$ cat src/hdl/soc_cfg_pkg.sv
/*
 * System configuration constants for the board subsystem.
 * Holds the clock and UART baud setup, the reset stretch length
 * and the GPIO width. Import it wherever these values are needed.
 */

package soc_cfg_pkg;

  // System clock from the board oscillator (40 ns period)
  localparam int unsigned CLK_FREQ_HZ = 25_000_000;

  // Host link baud rate
  localparam int unsigned BAUD_RATE = 1_562_500;

  // Clock cycles per UART bit, 16 at the rates above
  localparam int unsigned CLKS_PER_BIT = CLK_FREQ_HZ / BAUD_RATE;

  // Width of the bit-period counters in the UART
  localparam int unsigned BAUD_CNT_W = $clog2(CLKS_PER_BIT);

  // Cycles the system reset is held after reset and lock are both clean
  localparam int unsigned RST_HOLD_CYCLES = 8;

  // Width of the reset stretch counter, it must reach RST_HOLD_CYCLES
  localparam int unsigned RST_CNT_W = $clog2(RST_HOLD_CYCLES + 1);

  // Number of GPIO pins on the board header
  // [11:4] LEDs, [3:0] DIP switch on the usual board wiring
  localparam int unsigned GPIO_W = 12;

endpackage

$ cat src/hdl/soc_regmap_pkg.sv
/*
 * Host command protocol and GPIO register map.
 * Opcodes and the reply code are the bytes seen on the UART link,
 * register addresses are the second byte of every frame.
 */

package soc_regmap_pkg;

  // Frame opcodes
  localparam logic [7:0] OP_WRITE = 8'h57;
  localparam logic [7:0] OP_READ = 8'h52;

  // Returned after every write frame
  localparam logic [7:0] REPLY_ACK = 8'h4B;

  // Output pin register, high byte uses the low nibble only
  localparam logic [7:0] ADDR_OUT_LO = 8'h00;
  localparam logic [7:0] ADDR_OUT_HI = 8'h01;

  // Direction register, a 1 drives the pin
  localparam logic [7:0] ADDR_DIR_LO = 8'h02;
  localparam logic [7:0] ADDR_DIR_HI = 8'h03;

  // Input pin state, read-only
  localparam logic [7:0] ADDR_IN_LO = 8'h04;
  localparam logic [7:0] ADDR_IN_HI = 8'h05;

  // Every other address is unmapped and reads as zero

endpackage

$ cat src/hdl/board_top.sv
/*
 * Board level top.
 * Reset and lock merge, UART host link, command engine and GPIO.
 * Pins come out as separate in, out and direction signals for the
 * pad ring to combine.
 */

`timescale 1ns/1ps

module board_top
  import soc_cfg_pkg::*;
(
  input  logic              i_clk,
  input  logic              i_rst_n,
  input  logic              i_pll_locked,
  input  logic              i_uart_rd,
  input  logic [GPIO_W-1:0] i_gpio,
  output logic              o_uart_td,
  output logic [GPIO_W-1:0] o_gpio,
  output logic [GPIO_W-1:0] o_gpio_dir
);

  logic       w_sys_rst_n;
  logic [7:0] w_rx_data;
  logic       w_rx_valid;
  logic [7:0] w_tx_data;
  logic       w_tx_start;
  logic       w_tx_busy;
  // Register bus
  logic [7:0] w_reg_addr;
  logic [7:0] w_reg_wdata;
  logic       w_reg_we;
  logic       w_reg_re;
  logic [7:0] w_reg_rdata;

  reset_ctrl rstctrl0 (
    .i_clk       (i_clk),
    .i_rst_n     (i_rst_n),
    .i_pll_locked(i_pll_locked),
    .o_sys_rst_n (w_sys_rst_n)
  );

  uart_rx uartrx0 (
    .i_clk  (i_clk),
    .i_rst_n(w_sys_rst_n),
    .i_rxd  (i_uart_rd),
    .o_data (w_rx_data),
    .o_valid(w_rx_valid)
  );

  uart_tx uarttx0 (
    .i_clk  (i_clk),
    .i_rst_n(w_sys_rst_n),
    .i_data (w_tx_data),
    .i_start(w_tx_start),
    .o_txd  (o_uart_td),
    .o_busy (w_tx_busy)
  );

  cmd_engine cmd0 (
    .i_clk      (i_clk),
    .i_rst_n    (w_sys_rst_n),
    .i_rx_data  (w_rx_data),
    .i_rx_valid (w_rx_valid),
    .i_tx_busy  (w_tx_busy),
    .i_reg_rdata(w_reg_rdata),
    .o_tx_data  (w_tx_data),
    .o_tx_start (w_tx_start),
    .o_reg_addr (w_reg_addr),
    .o_reg_wdata(w_reg_wdata),
    .o_reg_we   (w_reg_we),
    .o_reg_re   (w_reg_re)
  );

  gpio_ctrl gpio0 (
    .i_clk      (i_clk),
    .i_rst_n    (w_sys_rst_n),
    .i_reg_addr (w_reg_addr),
    .i_reg_wdata(w_reg_wdata),
    .i_reg_we   (w_reg_we),
    .i_reg_re   (w_reg_re),
    .i_gpio     (i_gpio),
    .o_reg_rdata(w_reg_rdata),
    .o_gpio     (o_gpio),
    .o_gpio_dir (o_gpio_dir)
  );

endmodule

$ cat src/hdl/cmd_engine.sv
/*
 * Host command parser and register bus master.
 * Takes write frames (opcode, address, data) and read frames
 * (opcode, address) from the UART receiver, issues one register
 * access per frame and sends back an ack or the read data byte.
 */

`timescale 1ns/1ps

module cmd_engine
  import soc_regmap_pkg::*;
(
  input  logic       i_clk,
  input  logic       i_rst_n,
  input  logic [7:0] i_rx_data,
  input  logic       i_rx_valid,
  input  logic       i_tx_busy,
  input  logic [7:0] i_reg_rdata,
  output logic [7:0] o_tx_data,
  output logic       o_tx_start,
  output logic [7:0] o_reg_addr,
  output logic [7:0] o_reg_wdata,
  output logic       o_reg_we,
  output logic       o_reg_re
);

  typedef enum logic [2:0] {
    ST_IDLE,
    ST_ADDR,
    ST_DATA,
    ST_ACCESS,
    ST_REPLY
  } cmd_state_t;

  cmd_state_t r_state;
  logic       r_is_write;
  logic       r_tx_start;
  logic       r_reg_we;
  logic       r_reg_re;

  always_ff @(posedge i_clk) begin
    if (!i_rst_n) begin
      r_state    <= ST_IDLE;
      r_is_write <= 1'b0;
      r_tx_start <= 1'b0;
      r_reg_we   <= 1'b0;
      r_reg_re   <= 1'b0;
    end else begin
      r_tx_start <= 1'b0;
      case (r_state)
        ST_IDLE: begin
          // Anything but a known opcode is silently dropped
          if (i_rx_valid && (i_rx_data == OP_WRITE || i_rx_data == OP_READ)) begin
            r_is_write <= (i_rx_data == OP_WRITE);
            r_state    <= ST_ADDR;
          end
        end
        ST_ADDR: begin
          if (i_rx_valid) begin
            r_reg_re <= !r_is_write;
            r_state  <= r_is_write ? ST_DATA : ST_ACCESS;
          end
        end
        ST_DATA: begin
          if (i_rx_valid) begin
            r_reg_we <= 1'b1;
            r_state  <= ST_ACCESS;
          end
        end
        ST_ACCESS: begin
          // Strobe has been on the bus for one cycle, read data lands now
          r_reg_we <= 1'b0;
          r_reg_re <= 1'b0;
          r_state  <= ST_REPLY;
        end
        default: begin
          // Hold the reply until the transmitter is idle
          if (!i_tx_busy) begin
            r_tx_start <= 1'b1;
            r_state    <= ST_IDLE;
          end
        end
      endcase
    end
  end

  // Frame fields and the reply byte
  always_ff @(posedge i_clk) begin
    if (r_state == ST_ADDR && i_rx_valid) begin
      o_reg_addr <= i_rx_data;
    end
    if (r_state == ST_DATA && i_rx_valid) begin
      o_reg_wdata <= i_rx_data;
    end
    if (r_state == ST_REPLY && !i_tx_busy) begin
      o_tx_data <= r_is_write ? REPLY_ACK : i_reg_rdata;
    end
  end

  assign o_tx_start = r_tx_start;
  assign o_reg_we   = r_reg_we;
  assign o_reg_re   = r_reg_re;

endmodule

$ cat src/hdl/gpio_ctrl.sv
/*
 * GPIO register block.
 * Output and direction registers plus synchronized input pins,
 * accessed through the byte-wide register bus. Read data is
 * registered and valid the cycle after i_reg_re.
 */

`timescale 1ns/1ps

module gpio_ctrl
  import soc_cfg_pkg::*, soc_regmap_pkg::*;
(
  input  logic              i_clk,
  input  logic              i_rst_n,
  input  logic [7:0]        i_reg_addr,
  input  logic [7:0]        i_reg_wdata,
  input  logic              i_reg_we,
  input  logic              i_reg_re,
  input  logic [GPIO_W-1:0] i_gpio,
  output logic [7:0]        o_reg_rdata,
  output logic [GPIO_W-1:0] o_gpio,
  output logic [GPIO_W-1:0] o_gpio_dir
);

  logic [GPIO_W-1:0] r_out;
  logic [GPIO_W-1:0] r_dir;
  logic [GPIO_W-1:0] r_in_meta;
  logic [GPIO_W-1:0] r_in_sync;
  logic [15:0]       w_out_ext;
  logic [15:0]       w_dir_ext;
  logic [15:0]       w_in_ext;

  always_ff @(posedge i_clk) begin
    if (!i_rst_n) begin
      r_out <= '0;
      r_dir <= '0;
    end else if (i_reg_we) begin
      // High registers only keep the bits above 7
      case (i_reg_addr)
        ADDR_OUT_LO: r_out[7:0] <= i_reg_wdata;
        ADDR_OUT_HI: r_out[GPIO_W-1:8] <= i_reg_wdata[GPIO_W-9:0];
        ADDR_DIR_LO: r_dir[7:0] <= i_reg_wdata;
        ADDR_DIR_HI: r_dir[GPIO_W-1:8] <= i_reg_wdata[GPIO_W-9:0];
        default: ;
      endcase
    end
  end

  // Pins are asynchronous to i_clk
  always_ff @(posedge i_clk) begin
    r_in_meta <= i_gpio;
    r_in_sync <= r_in_meta;
  end

  // Zero-extended views so unused high bits read as 0
  assign w_out_ext = 16'(r_out);
  assign w_dir_ext = 16'(r_dir);
  assign w_in_ext  = 16'(r_in_sync);

  always_ff @(posedge i_clk) begin
    if (i_reg_re) begin
      case (i_reg_addr)
        ADDR_OUT_LO: o_reg_rdata <= w_out_ext[7:0];
        ADDR_OUT_HI: o_reg_rdata <= w_out_ext[15:8];
        ADDR_DIR_LO: o_reg_rdata <= w_dir_ext[7:0];
        ADDR_DIR_HI: o_reg_rdata <= w_dir_ext[15:8];
        ADDR_IN_LO:  o_reg_rdata <= w_in_ext[7:0];
        ADDR_IN_HI:  o_reg_rdata <= w_in_ext[15:8];
        default:     o_reg_rdata <= 8'h00;
      endcase
    end
  end

  assign o_gpio     = r_out;
  assign o_gpio_dir = r_dir;

endmodule

$ cat src/hdl/reset_ctrl.sv
/*
 * System reset generator.
 * Combines the external reset with the PLL lock flag and keeps the
 * system reset asserted for RST_HOLD_CYCLES clean cycles afterwards.
 */

`timescale 1ns/1ps

module reset_ctrl
  import soc_cfg_pkg::*;
(
  input  logic i_clk,
  input  logic i_rst_n,
  input  logic i_pll_locked,
  output logic o_sys_rst_n
);

  logic [RST_CNT_W-1:0] r_hold_cnt;
  logic                 r_sys_rst_n;

  // The lock flag is sampled on every edge, and the counter only
  // advances while lock stays high, so a glitch restarts the hold
  always_ff @(posedge i_clk) begin
    if (!i_rst_n || !i_pll_locked) begin
      r_hold_cnt  <= '0;
      r_sys_rst_n <= 1'b0;
    end else if (r_hold_cnt == RST_CNT_W'(RST_HOLD_CYCLES)) begin
      r_sys_rst_n <= 1'b1;
    end else begin
      r_hold_cnt <= r_hold_cnt + 1'b1;
    end
  end

  assign o_sys_rst_n = r_sys_rst_n;

endmodule

$ cat src/hdl/uart_rx.sv
/*
 * UART receiver, 8N1, fixed rate from soc_cfg_pkg.
 * Each byte appears on o_data together with a one-cycle o_valid
 * near the middle of its stop bit. Framing errors are dropped.
 */

`timescale 1ns/1ps

module uart_rx
  import soc_cfg_pkg::*;
(
  input  logic       i_clk,
  input  logic       i_rst_n,
  input  logic       i_rxd,
  output logic [7:0] o_data,
  output logic       o_valid
);

  typedef enum logic [1:0] {
    RX_IDLE,
    RX_START,
    RX_DATA,
    RX_STOP
  } rx_state_t;

  rx_state_t             r_state;
  logic [1:0]            r_sync;
  logic [BAUD_CNT_W-1:0] r_clk_cnt;
  logic [2:0]            r_bit_idx;
  logic [7:0]            r_shift;
  logic                  r_valid;
  logic                  w_rxd;
  logic                  w_bit_end;

  assign w_rxd     = r_sync[1];
  assign w_bit_end = (r_clk_cnt == BAUD_CNT_W'(CLKS_PER_BIT - 1));

  always_ff @(posedge i_clk) begin
    if (!i_rst_n) begin
      // Line idles high
      r_sync    <= 2'b11;
      r_state   <= RX_IDLE;
      r_clk_cnt <= '0;
      r_bit_idx <= '0;
      r_valid   <= 1'b0;
    end else begin
      r_sync  <= {r_sync[0], i_rxd};
      r_valid <= 1'b0;
      case (r_state)
        RX_IDLE: begin
          r_clk_cnt <= '0;
          if (!w_rxd) begin
            r_state <= RX_START;
          end
        end
        RX_START: begin
          // Recheck the start bit at its middle to reject glitches
          if (r_clk_cnt == BAUD_CNT_W'(CLKS_PER_BIT / 2 - 1)) begin
            r_clk_cnt <= '0;
            r_bit_idx <= '0;
            r_state   <= w_rxd ? RX_IDLE : RX_DATA;
          end else begin
            r_clk_cnt <= r_clk_cnt + 1'b1;
          end
        end
        RX_DATA: begin
          r_clk_cnt <= w_bit_end ? '0 : r_clk_cnt + 1'b1;
          if (w_bit_end) begin
            r_bit_idx <= r_bit_idx + 1'b1;
            if (r_bit_idx == 3'd7) begin
              r_state <= RX_STOP;
            end
          end
        end
        default: begin
          r_clk_cnt <= w_bit_end ? '0 : r_clk_cnt + 1'b1;
          if (w_bit_end) begin
            r_valid <= w_rxd;
            r_state <= RX_IDLE;
          end
        end
      endcase
    end
  end

  // LSB arrives first
  always_ff @(posedge i_clk) begin
    if (r_state == RX_DATA && w_bit_end) begin
      r_shift <= {w_rxd, r_shift[7:1]};
    end
  end

  assign o_data  = r_shift;
  assign o_valid = r_valid;

endmodule

$ cat src/hdl/uart_tx.sv
/*
 * UART transmitter, 8N1, fixed rate from soc_cfg_pkg.
 * Pulse i_start for one cycle while o_busy is low to send i_data.
 * o_busy stays high until the stop bit has finished.
 */

`timescale 1ns/1ps

module uart_tx
  import soc_cfg_pkg::*;
(
  input  logic       i_clk,
  input  logic       i_rst_n,
  input  logic [7:0] i_data,
  input  logic       i_start,
  output logic       o_txd,
  output logic       o_busy
);

  logic [8:0]            r_shift;
  logic [BAUD_CNT_W-1:0] r_clk_cnt;
  logic [3:0]            r_bit_cnt;
  logic                  r_txd;
  logic                  r_busy;

  always_ff @(posedge i_clk) begin
    if (!i_rst_n) begin
      r_shift   <= '1;
      r_clk_cnt <= '0;
      r_bit_cnt <= '0;
      r_txd     <= 1'b1;
      r_busy    <= 1'b0;
    end else if (!r_busy) begin
      if (i_start) begin
        // Stop bit sits above the data, the start bit goes out now
        r_shift   <= {1'b1, i_data};
        r_clk_cnt <= '0;
        r_bit_cnt <= '0;
        r_txd     <= 1'b0;
        r_busy    <= 1'b1;
      end
    end else if (r_clk_cnt == BAUD_CNT_W'(CLKS_PER_BIT - 1)) begin
      r_clk_cnt <= '0;
      if (r_bit_cnt == 4'd9) begin
        // End of stop bit, line is already high
        r_busy <= 1'b0;
      end else begin
        r_txd     <= r_shift[0];
        r_shift   <= {1'b1, r_shift[8:1]};
        r_bit_cnt <= r_bit_cnt + 1'b1;
      end
    end else begin
      r_clk_cnt <= r_clk_cnt + 1'b1;
    end
  end

  assign o_txd  = r_txd;
  assign o_busy = r_busy;

endmodule

$ cat config.mk
export PLATFORM = sky130hd
export DESIGN_NAME = board_top
export DESIGN_NICKNAME = d
export VERILOG_FILES = /design/src/hdl/soc_cfg_pkg.sv /design/src/hdl/soc_regmap_pkg.sv /design/src/hdl/board_top.sv /design/src/hdl/cmd_engine.sv /design/src/hdl/gpio_ctrl.sv /design/src/hdl/reset_ctrl.sv /design/src/hdl/uart_rx.sv /design/src/hdl/uart_tx.sv
export SDC_FILE = /design/constraint.sdc
export NUM_CORES = 1
export LEC_CHECK = 0
export ABC_AREA = 1
export BUFFER_PORTS_ARGS = -buffer_cell sky130_fd_sc_hd__clkbuf_2
export CAP_MARGIN = 20
export CORE_ASPECT_RATIO = 0.5
export CORE_MARGIN = 2
export CORE_UTILIZATION = 53
export CTS_CLUSTER_DIAMETER = 200
export DETAILED_ROUTE_END_ITERATION = 12
export GPL_TIMING_DRIVEN = 1
export PLACE_DENSITY_LB_ADDON = 0.05
export SLEW_MARGIN = 30
export SYNTH_ARGS = -nofsm -noshare
export SYNTH_HDL_FRONTEND = slang
export SYNTH_SLANG_ARGS = --single-unit
export TNS_END_PERCENT = 100
$ cat constraint.sdc
create_clock -name i_clk -period 1.67 [get_ports i_clk]
set_clock_uncertainty 0.05 [all_clocks]
set_input_delay 0.2505 -clock i_clk [delete_from_list [all_inputs] [get_ports i_clk]]
set_output_delay 0.2505 -clock i_clk [all_outputs]
set_load 0.02 [all_outputs]
---- After elaboration in Yosys (flattened, before gate mapping) ----
Index checks and enable logic that the tools add are counted.
word-level totals
  flip-flop bits (word level) ............. 131
  bits of input ports ..................... 16
  output and inout port bits .............. 25
  logic and storage cells ................. 139
cells by class
  add/subtract/negate cells ............... 5
  equality and inequality tests ........... 29
  muxes and demuxes ....................... 43
  bitwise logic cells ..................... 2
  reduce and logical (&&, ||, !) cells .... 32
operators with widths
  cell                                                   count
  case mux 8 bit (6 select lines)                        1
  two-way mux 9 bit                                      4
  two-way mux 4 bit                                      8
  two-way mux 3 bit                                      6
  adder 4 x 1 -> 4 bit, second input constant            4
  == test 4 bit, second input constant                   4
  == test 8 x 2 -> 1 bit, second input constant          2
  == test 8 x 3 -> 1 bit, second input constant          2
  == test 8 x 7 -> 1 bit, second input constant          2
  AND reduction 2 bit                                    7
  two-way mux 1 bit                                      12
  two-way mux 2 bit                                      6
  case mux 3 bit (4 select lines)                        1
  inequality test 2 bit, second input constant           5
  OR reduction 5 bit                                     2
  == test 8 x 1 -> 1 bit, second input constant          1
  logical NOT 8 bit                                      1
  inequality test 2 x 1 -> 1 bit, second input constant  4
  case mux 4 bit (2 select lines)                        1
  nonzero test 2 bit                                     4
  == test 3 x 2 -> 1 bit, second input constant          2
  == test 3 bit, second input constant                   2
  case mux 2 bit (3 select lines)                        1
  case mux 3 bit (2 select lines)                        1
  other kinds (17)                                       28

---- Depth between registers and ports, before layout ----
  depth after elaboration ................. 5
  gate-level depth with buffers ........... 10

---- Modules after synthesis ----
From an unflattened synthesis, not the netlist that was laid out.
second synthesis, totals
  cell total of the unflattened synthesis .. 633
  area, all modules ....................... 5406.4 µm²
by module, submodules not included
  module      times used  cells each  area an instance (µm²)
  gpio_ctrl   1           272         2175.8
  cmd_engine  1           98          1198.6
  uart_tx     1           132         917.1
  uart_rx     1           95          872.1
  reset_ctrl  1           36          242.7

---- Least setup slack after synthesis ----
Ideal clock, no wire load.
  path type ............................... flip-flop to flip-flop
  start point ............................. reg uarttx0.r_busy (netlist: uarttx0.o_busy)
  end point ............................... reg cmd0.o_tx_data[0], enable pin
  setup time .............................. 0.383 ns
  arrival ................................. 1.243 ns
  required time ........................... 1.237 ns
  setup slack ............................. -0.007 ns
  cell stages (with the launch flop) ...... 4
  period minus slack after synthesis ...... 1.677 ns
  cells stage by stage .................... dfxtp_1 > buf_2 > clkbuf_1 > nor3_1
between the ends
  longest elaborated chain between the ends .. 2
ends and longest elaborated chain
  item                      RTL line          source
  start: declaration        uart_tx.sv:24     logic r_busy;
  start signal: assignment  uart_tx.sv:32     r_busy <= 1'b0;
  start signal: assignment  uart_tx.sv:40     r_busy <= 1'b1;
  start signal: assignment  uart_tx.sv:46     r_busy <= 1'b0;
  logical NOT 1 bit         --
  logical AND 1 bit         cmd_engine.sv:95  if (r_state == ST_REPLY && !i_tx_busy) begin
  end signal: assignment    cmd_engine.sv:96  o_tx_data <= r_is_write ? REPLY_ACK : i_reg_rdata;
  end: declaration          cmd_engine.sv:19  output logic [7:0] o_tx_data,
No other way between the ends.
A chain may end at the register's enable or synchronous reset.

---- Worst setup path in the final report ----
  start point ............................. reg cmd0.o_reg_addr[2]
  end point ............................... reg gpio0.o_reg_rdata[2], data pin
between the ends
  longest elaborated chain between the ends .. 2
  elaborated cells between the ends (all ways) .. 7
  classes of those cells .................. 5 x eq/ne; 1 x mux; 1 x reduce/logical
ends and longest elaborated chain
  item                                                  RTL line          source
  start: declaration                                    cmd_engine.sv:21  output logic [7:0] o_reg_addr,
  start signal: assignment                              cmd_engine.sv:90  o_reg_addr <= i_rx_data;
  == test 8 x 3 -> 1 bit, or another cell as far along  gpio_ctrl.sv:62   case (i_reg_addr)
  case mux 8 bit (6 select lines) (*)                   gpio_ctrl.sv:62
  end signal: assignment                                gpio_ctrl.sv:63   ADDR_OUT_LO: o_reg_rdata <= w_out_ext[7:0];
  end signal: assignment                                gpio_ctrl.sv:64   ADDR_OUT_HI: o_reg_rdata <= w_out_ext[15:8];
  end signal: assignment                                gpio_ctrl.sv:65   ADDR_DIR_LO: o_reg_rdata <= w_dir_ext[7:0];
  end: declaration                                      gpio_ctrl.sv:20   output logic [7:0] o_reg_rdata,
Mark *: on every way between the ends. The rest lies on a longest branch, timed or not.

==> metrics.md <==
| Metric | Value |
|---|---|
| Starting Density | 0.542 |
| Clock net sink count | 130 |
| Non-filler cells, final | 756 |
| Detailed-placement wirelength estimate | 7010 microns |
| Final worst path period share | 0.928 |
| Maximum clock insertion buffer count | 2 |
| Unrepaired setup endpoints after global routing | false |
| Total negative slack | 0 ns |
| Netlist cell types | 35 |
| F_max | 0.645 GHz |
| Overall routing resource usage | 0.219 |
| Footprint of the multi-input gates | 1840 sq um |
| Hold path startpoint | i_pll_locked |
| Remaining antenna violation count | 0 |
| Largest net degree at the start of global routing | 30 |
| Worst-case headroom to the max-slew limit | 0.684 |
| Count of maximum capacitance violations | 0 |
| Final standard cell utilization of the core | 0.663 |
| Latest clock arrival within the worst-skew pair | between 0.4 and 0.5 ns |
| Share of synthesized area occupied by flip-flops and latches | 0.591 |
| First-pass GRT wire length | 17100 microns |
| Synth Area in XOR/XNOR | 0.00345 |
| Final weighted congestion of routability-driven global placement | approximately 0.86 |
| Post-CTS setup buffer count | 0 |
| DRC Markers | 0 |
| Fraction of registers with async set/reset | 0 |
| Number of max-slew violations in the final report | 0 |
| Avg Cell Area, Syn | 9.19 sq um |
| Area used by sequential logic in the layout | ~3000 sq um |
| Synthesized-area fraction occupied by adder cells | 0.0271 |
| Final global-route overflow total | 0 |
| Routed wire per std cell | roughly 14 microns |
| Worst endpoint data arrival time | 1.77 ns |
| Cell count after synthesis | between 500 and 600 |
| Die footprint | between 10000 and 15000 sq um |
| Largest family of logic cells by synthesized area | simple AND/OR/NAND/NOR gates |
| Initial antenna violation count | 0 |
| Commonest register cell after synthesis | sky130_fd_sc_hd__dfxtp_1 |
| Deepest level of the CTS H-tree | 4 |
| Number of top-level pins | 41 |
| Hold violation total from the final report | 0 |
| Cell count after placement | roughly 700 |
| First DRT Iteration DRCs | 260 |
| Clock-pin slew on the worst setup and hold paths | 0.06 ns |
| Synth Warn # | 0 |
| Post-synth net total | 580 |
| Final critical-path required period | between 1.5 and 2 ns |
| Cell area after synthesis | 5080 sq um |
| Result of the run | finished, final reports clean |
| Fraction of synthesized area in multiplexers | 0 |
| Type of element capturing the critical path | flop |
| Total of flip-flops plus latches after synthesis | between 100 and 150 |
| Final setup fails | 0 |
| Number of buffers added by the clock tree synthesis step | 17 |
| Number of enable flip-flop cells after synthesis | 40 |
| Area grow syn2layout | 22.4% |
| Nets | 649 |
| Power Dens Cells | 1130 nW/um^2 |
| Number of inserted diodes | 0 |
| Leak | about 2.5 nW |
| Number of iterations in the first detailed-routing pass | 5 |
| Worst setup path startpoint | cmd0.o_reg_addr[2]$_DFFE_PP_ |
| CTS tree | done |
| Num rows | 25 |
| Number of vias in the routed layout | roughly 3800 |
| Synthesized-area fraction occupied by ao, oa, aoi and oai cells | 0.0682 |
| Worst hold path type | in -> reg |
| Fraction of the mapped netlist area in simple logic gates | 0.260 |
| Tightest Pin Transition | between 0.4 and 0.5 ns |
| Final-layout worst hold slack | 0.0965 ns |
| Y dimension of the die | roughly 73 microns |
| Number of fill cells | 757 |
| Worst Path Class, Setup | reg -> reg |
| Chip width | about 140 microns |
| Core outline area | approximately 9400 sq um |
| Via density | 5.07 |
| Clk root buf | sky130_fd_sc_hd__clkbuf_16 |
| Worst voltage drop across the vdd grid | about 650 uV |
| Start of the worst register-to-register path | cmd0.o_reg_addr[2]$_DFFE_PP_ |
| Crit path launch type | flop |
| CP Max Fanout | 6 |
| Power after layout | 7.04 mW |
| Via count of the first global-routing pass | 3521 |
| Final WL | 10400 microns |
| Fraction of layout instances using a drive strength above 1 | 0.187 |
| Count of buffers inserted at the top-level ports | 40 |
| Data required time at the worst endpoint | between 1.5 and 2 ns |
==> metal layers <==
layer	track usage	up-vias	part of all wire	wire (microns)
met2	0.345	74	0.46	4750
met1	0.287	1768	0.49	5060
met4	0.0704	0	0.0088	91
li1	-	1983	-	-
met5	0	-	0	0
met3	0.0789	7	0.043	450
==> cells in the final DEF, fill, tap and decap left out, types with 2 or more instances in the layout <==
cell type,instances
sky130_fd_sc_hd__nor3_4,3
sky130_fd_sc_hd__nand3_1,63
sky130_fd_sc_hd__o21ai_0,20
sky130_fd_sc_hd__or2_2,14
sky130_fd_sc_hd__nand3b_1,5
sky130_fd_sc_hd__nand4_1,5
sky130_fd_sc_hd__inv_6,4
sky130_fd_sc_hd__clkinv_4,2
sky130_fd_sc_hd__a21oi_1,33
sky130_fd_sc_hd__dlygate4sd3_1,13
sky130_fd_sc_hd__buf_12,2
sky130_fd_sc_hd__inv_4,4
sky130_fd_sc_hd__a211oi_1,2
sky130_fd_sc_hd__ha_1,10
sky130_fd_sc_hd__edfxtp_1,40
sky130_fd_sc_hd__inv_1,40
sky130_fd_sc_hd__buf_4,12
sky130_fd_sc_hd__o211ai_1,7
sky130_fd_sc_hd__inv_2,2
sky130_fd_sc_hd__nor2_2,3
sky130_fd_sc_hd__clkbuf_2,40
sky130_fd_sc_hd__nand2_1,110
sky130_fd_sc_hd__clkbuf_16,19
sky130_fd_sc_hd__dfxtp_1,90
sky130_fd_sc_hd__nor3_1,2
sky130_fd_sc_hd__nor2_1,71
==> where the power goes <==
group,leakage [nW],switching (mW),internal (mW)
logic,1.08,0.0137,0.0350
clock network,0.299,1.42,2.29
registers,1.08,0.0161,3.27
==> logic make-up (layout without fill, tap and decap cells) <==
| group | count (synthesis) | in the layout |
|---|---|---|
| AND/OR/NAND/NOR | 285 | 285 |
| flip-flops | 130 | 130 |
| AO/OA/AOI/OAI | 64 | 64 |
| buffers and inverters | 61 | 143 |
| adder cells (fa/ha/maj) | 11 | 11 |
| XOR/XNOR | 2 | 2 |
==> what timing repair did <==
| item | CTS | global route |
|---|---|---|
| endpoints found under the hold margin | 13 | 0 |
| gates resized for setup | 0 | 7 |
| hold buffers | 13 | 0 |
| endpoints found under the setup margin | 0 | 9 |
==> metrics by stage <==
stage	cell area, sq um	setup WS [ns]
5_1_grt	6220	0.0157
2_1_floorplan	5090	0.183
4_1_cts	6210	0.0584
6_report	6220	0.121
3_3_place_gp	5480	0.124
3_5_place_dp	5480	0.0814
==> synthesized netlist by cell type (2+ instances only) <==
| cell | number | share of area |
|---|---|---|
| sky130_fd_sc_hd__o211ai_1 | 7 | 0.010 |
| sky130_fd_sc_hd__nor3_4 | 3 | 0.0096 |
| sky130_fd_sc_hd__or2_2 | 14 | 0.017 |
| sky130_fd_sc_hd__nand2_1 | 110 | 0.081 |
| sky130_fd_sc_hd__buf_4 | 2 | 0.0030 |
| sky130_fd_sc_hd__o21ai_0 | 21 | 0.021 |
| sky130_fd_sc_hd__clkbuf_1 | 7 | 0.0052 |
| sky130_fd_sc_hd__buf_6 | 2 | 0.0044 |
| sky130_fd_sc_hd__a211oi_1 | 2 | 0.0030 |
| sky130_fd_sc_hd__dfxtp_1 | 90 | 0.35 |
| sky130_fd_sc_hd__nand3b_1 | 5 | 0.0074 |
| sky130_fd_sc_hd__buf_1 | 3 | 0.0022 |
| sky130_fd_sc_hd__nand3_1 | 63 | 0.062 |
| sky130_fd_sc_hd__inv_1 | 41 | 0.030 |
| sky130_fd_sc_hd__ha_1 | 11 | 0.027 |
| sky130_fd_sc_hd__nor2_1 | 73 | 0.054 |
| sky130_fd_sc_hd__nand4_1 | 5 | 0.0062 |
| sky130_fd_sc_hd__inv_2 | 2 | 0.0015 |
| sky130_fd_sc_hd__edfxtp_1 | 40 | 0.24 |
| sky130_fd_sc_hd__a21oi_1 | 33 | 0.032 |
| sky130_fd_sc_hd__nor3_1 | 3 | 0.0030 |
| sky130_fd_sc_hd__buf_2 | 3 | 0.0030 |
==> flip-flops by register name (all words and copies together) (netlist names), 2 cells and up <==
register / cells
gpio0.o_gpio: 12
gpio0.o_gpio_dir: 12
gpio0.r_in_meta: 12
gpio0.r_in_sync: 12
cmd0.o_reg_addr: 8
cmd0.o_reg_wdata: 8
cmd0.o_tx_data: 8
gpio0.o_reg_rdata: 8
uartrx0.o_data: 8
uarttx0.r_shift: 8
rstctrl0.r_hold_cnt: 4
uartrx0.r_clk_cnt: 4
uarttx0.r_bit_cnt: 4
uarttx0.r_clk_cnt: 4
cmd0.r_state: 3
uartrx0.r_bit_idx: 3
uartrx0.r_state: 2
uartrx0.r_sync: 2
==> final cells by class <==
class / instances / area share
Multi-Input combinational cell: 362 / 0.295
Timing Repair Buffer: 67 / 0.0740
Inverter: 44 / 0.0269
Sequential cell: 130 / 0.483
Tap cell: 121 / 0.0243
Clock inverter: 12 / 0.0183
Clock buffer: 20 / 0.0786
==> worst max-delay path, stage by stage, from the launching register on <==
cell	delay [ns]
sky130_fd_sc_hd__edfxtp_1	0.40
sky130_fd_sc_hd__inv_1	0.11
sky130_fd_sc_hd__nand2_2	0.18
sky130_fd_sc_hd__nor2_1	0.31
sky130_fd_sc_hd__nand3_1	0.13
sky130_fd_sc_hd__nand2_1	0.12
sky130_fd_sc_hd__nor2_1	0.06
sky130_fd_sc_hd__nand3_1	0.06
==> path summary, 6_finish.rpt <==
check | to | slack, ns | cells after the start
min reg2reg | gpio0.r_in_sync[11]$_DFF_P_ | 0.28 | 0
max reg2reg | gpio0.o_reg_rdata[2]$_DFFE_PP_ | 0.12 | 7
max | gpio0.o_reg_rdata[2]$_DFFE_PP_ | 0.12 | 7
min | rstctrl0.o_sys_rst_n$_SDFFE_PP0N_ | 0.1 | 3
Power figures use the tool's default switching activity.
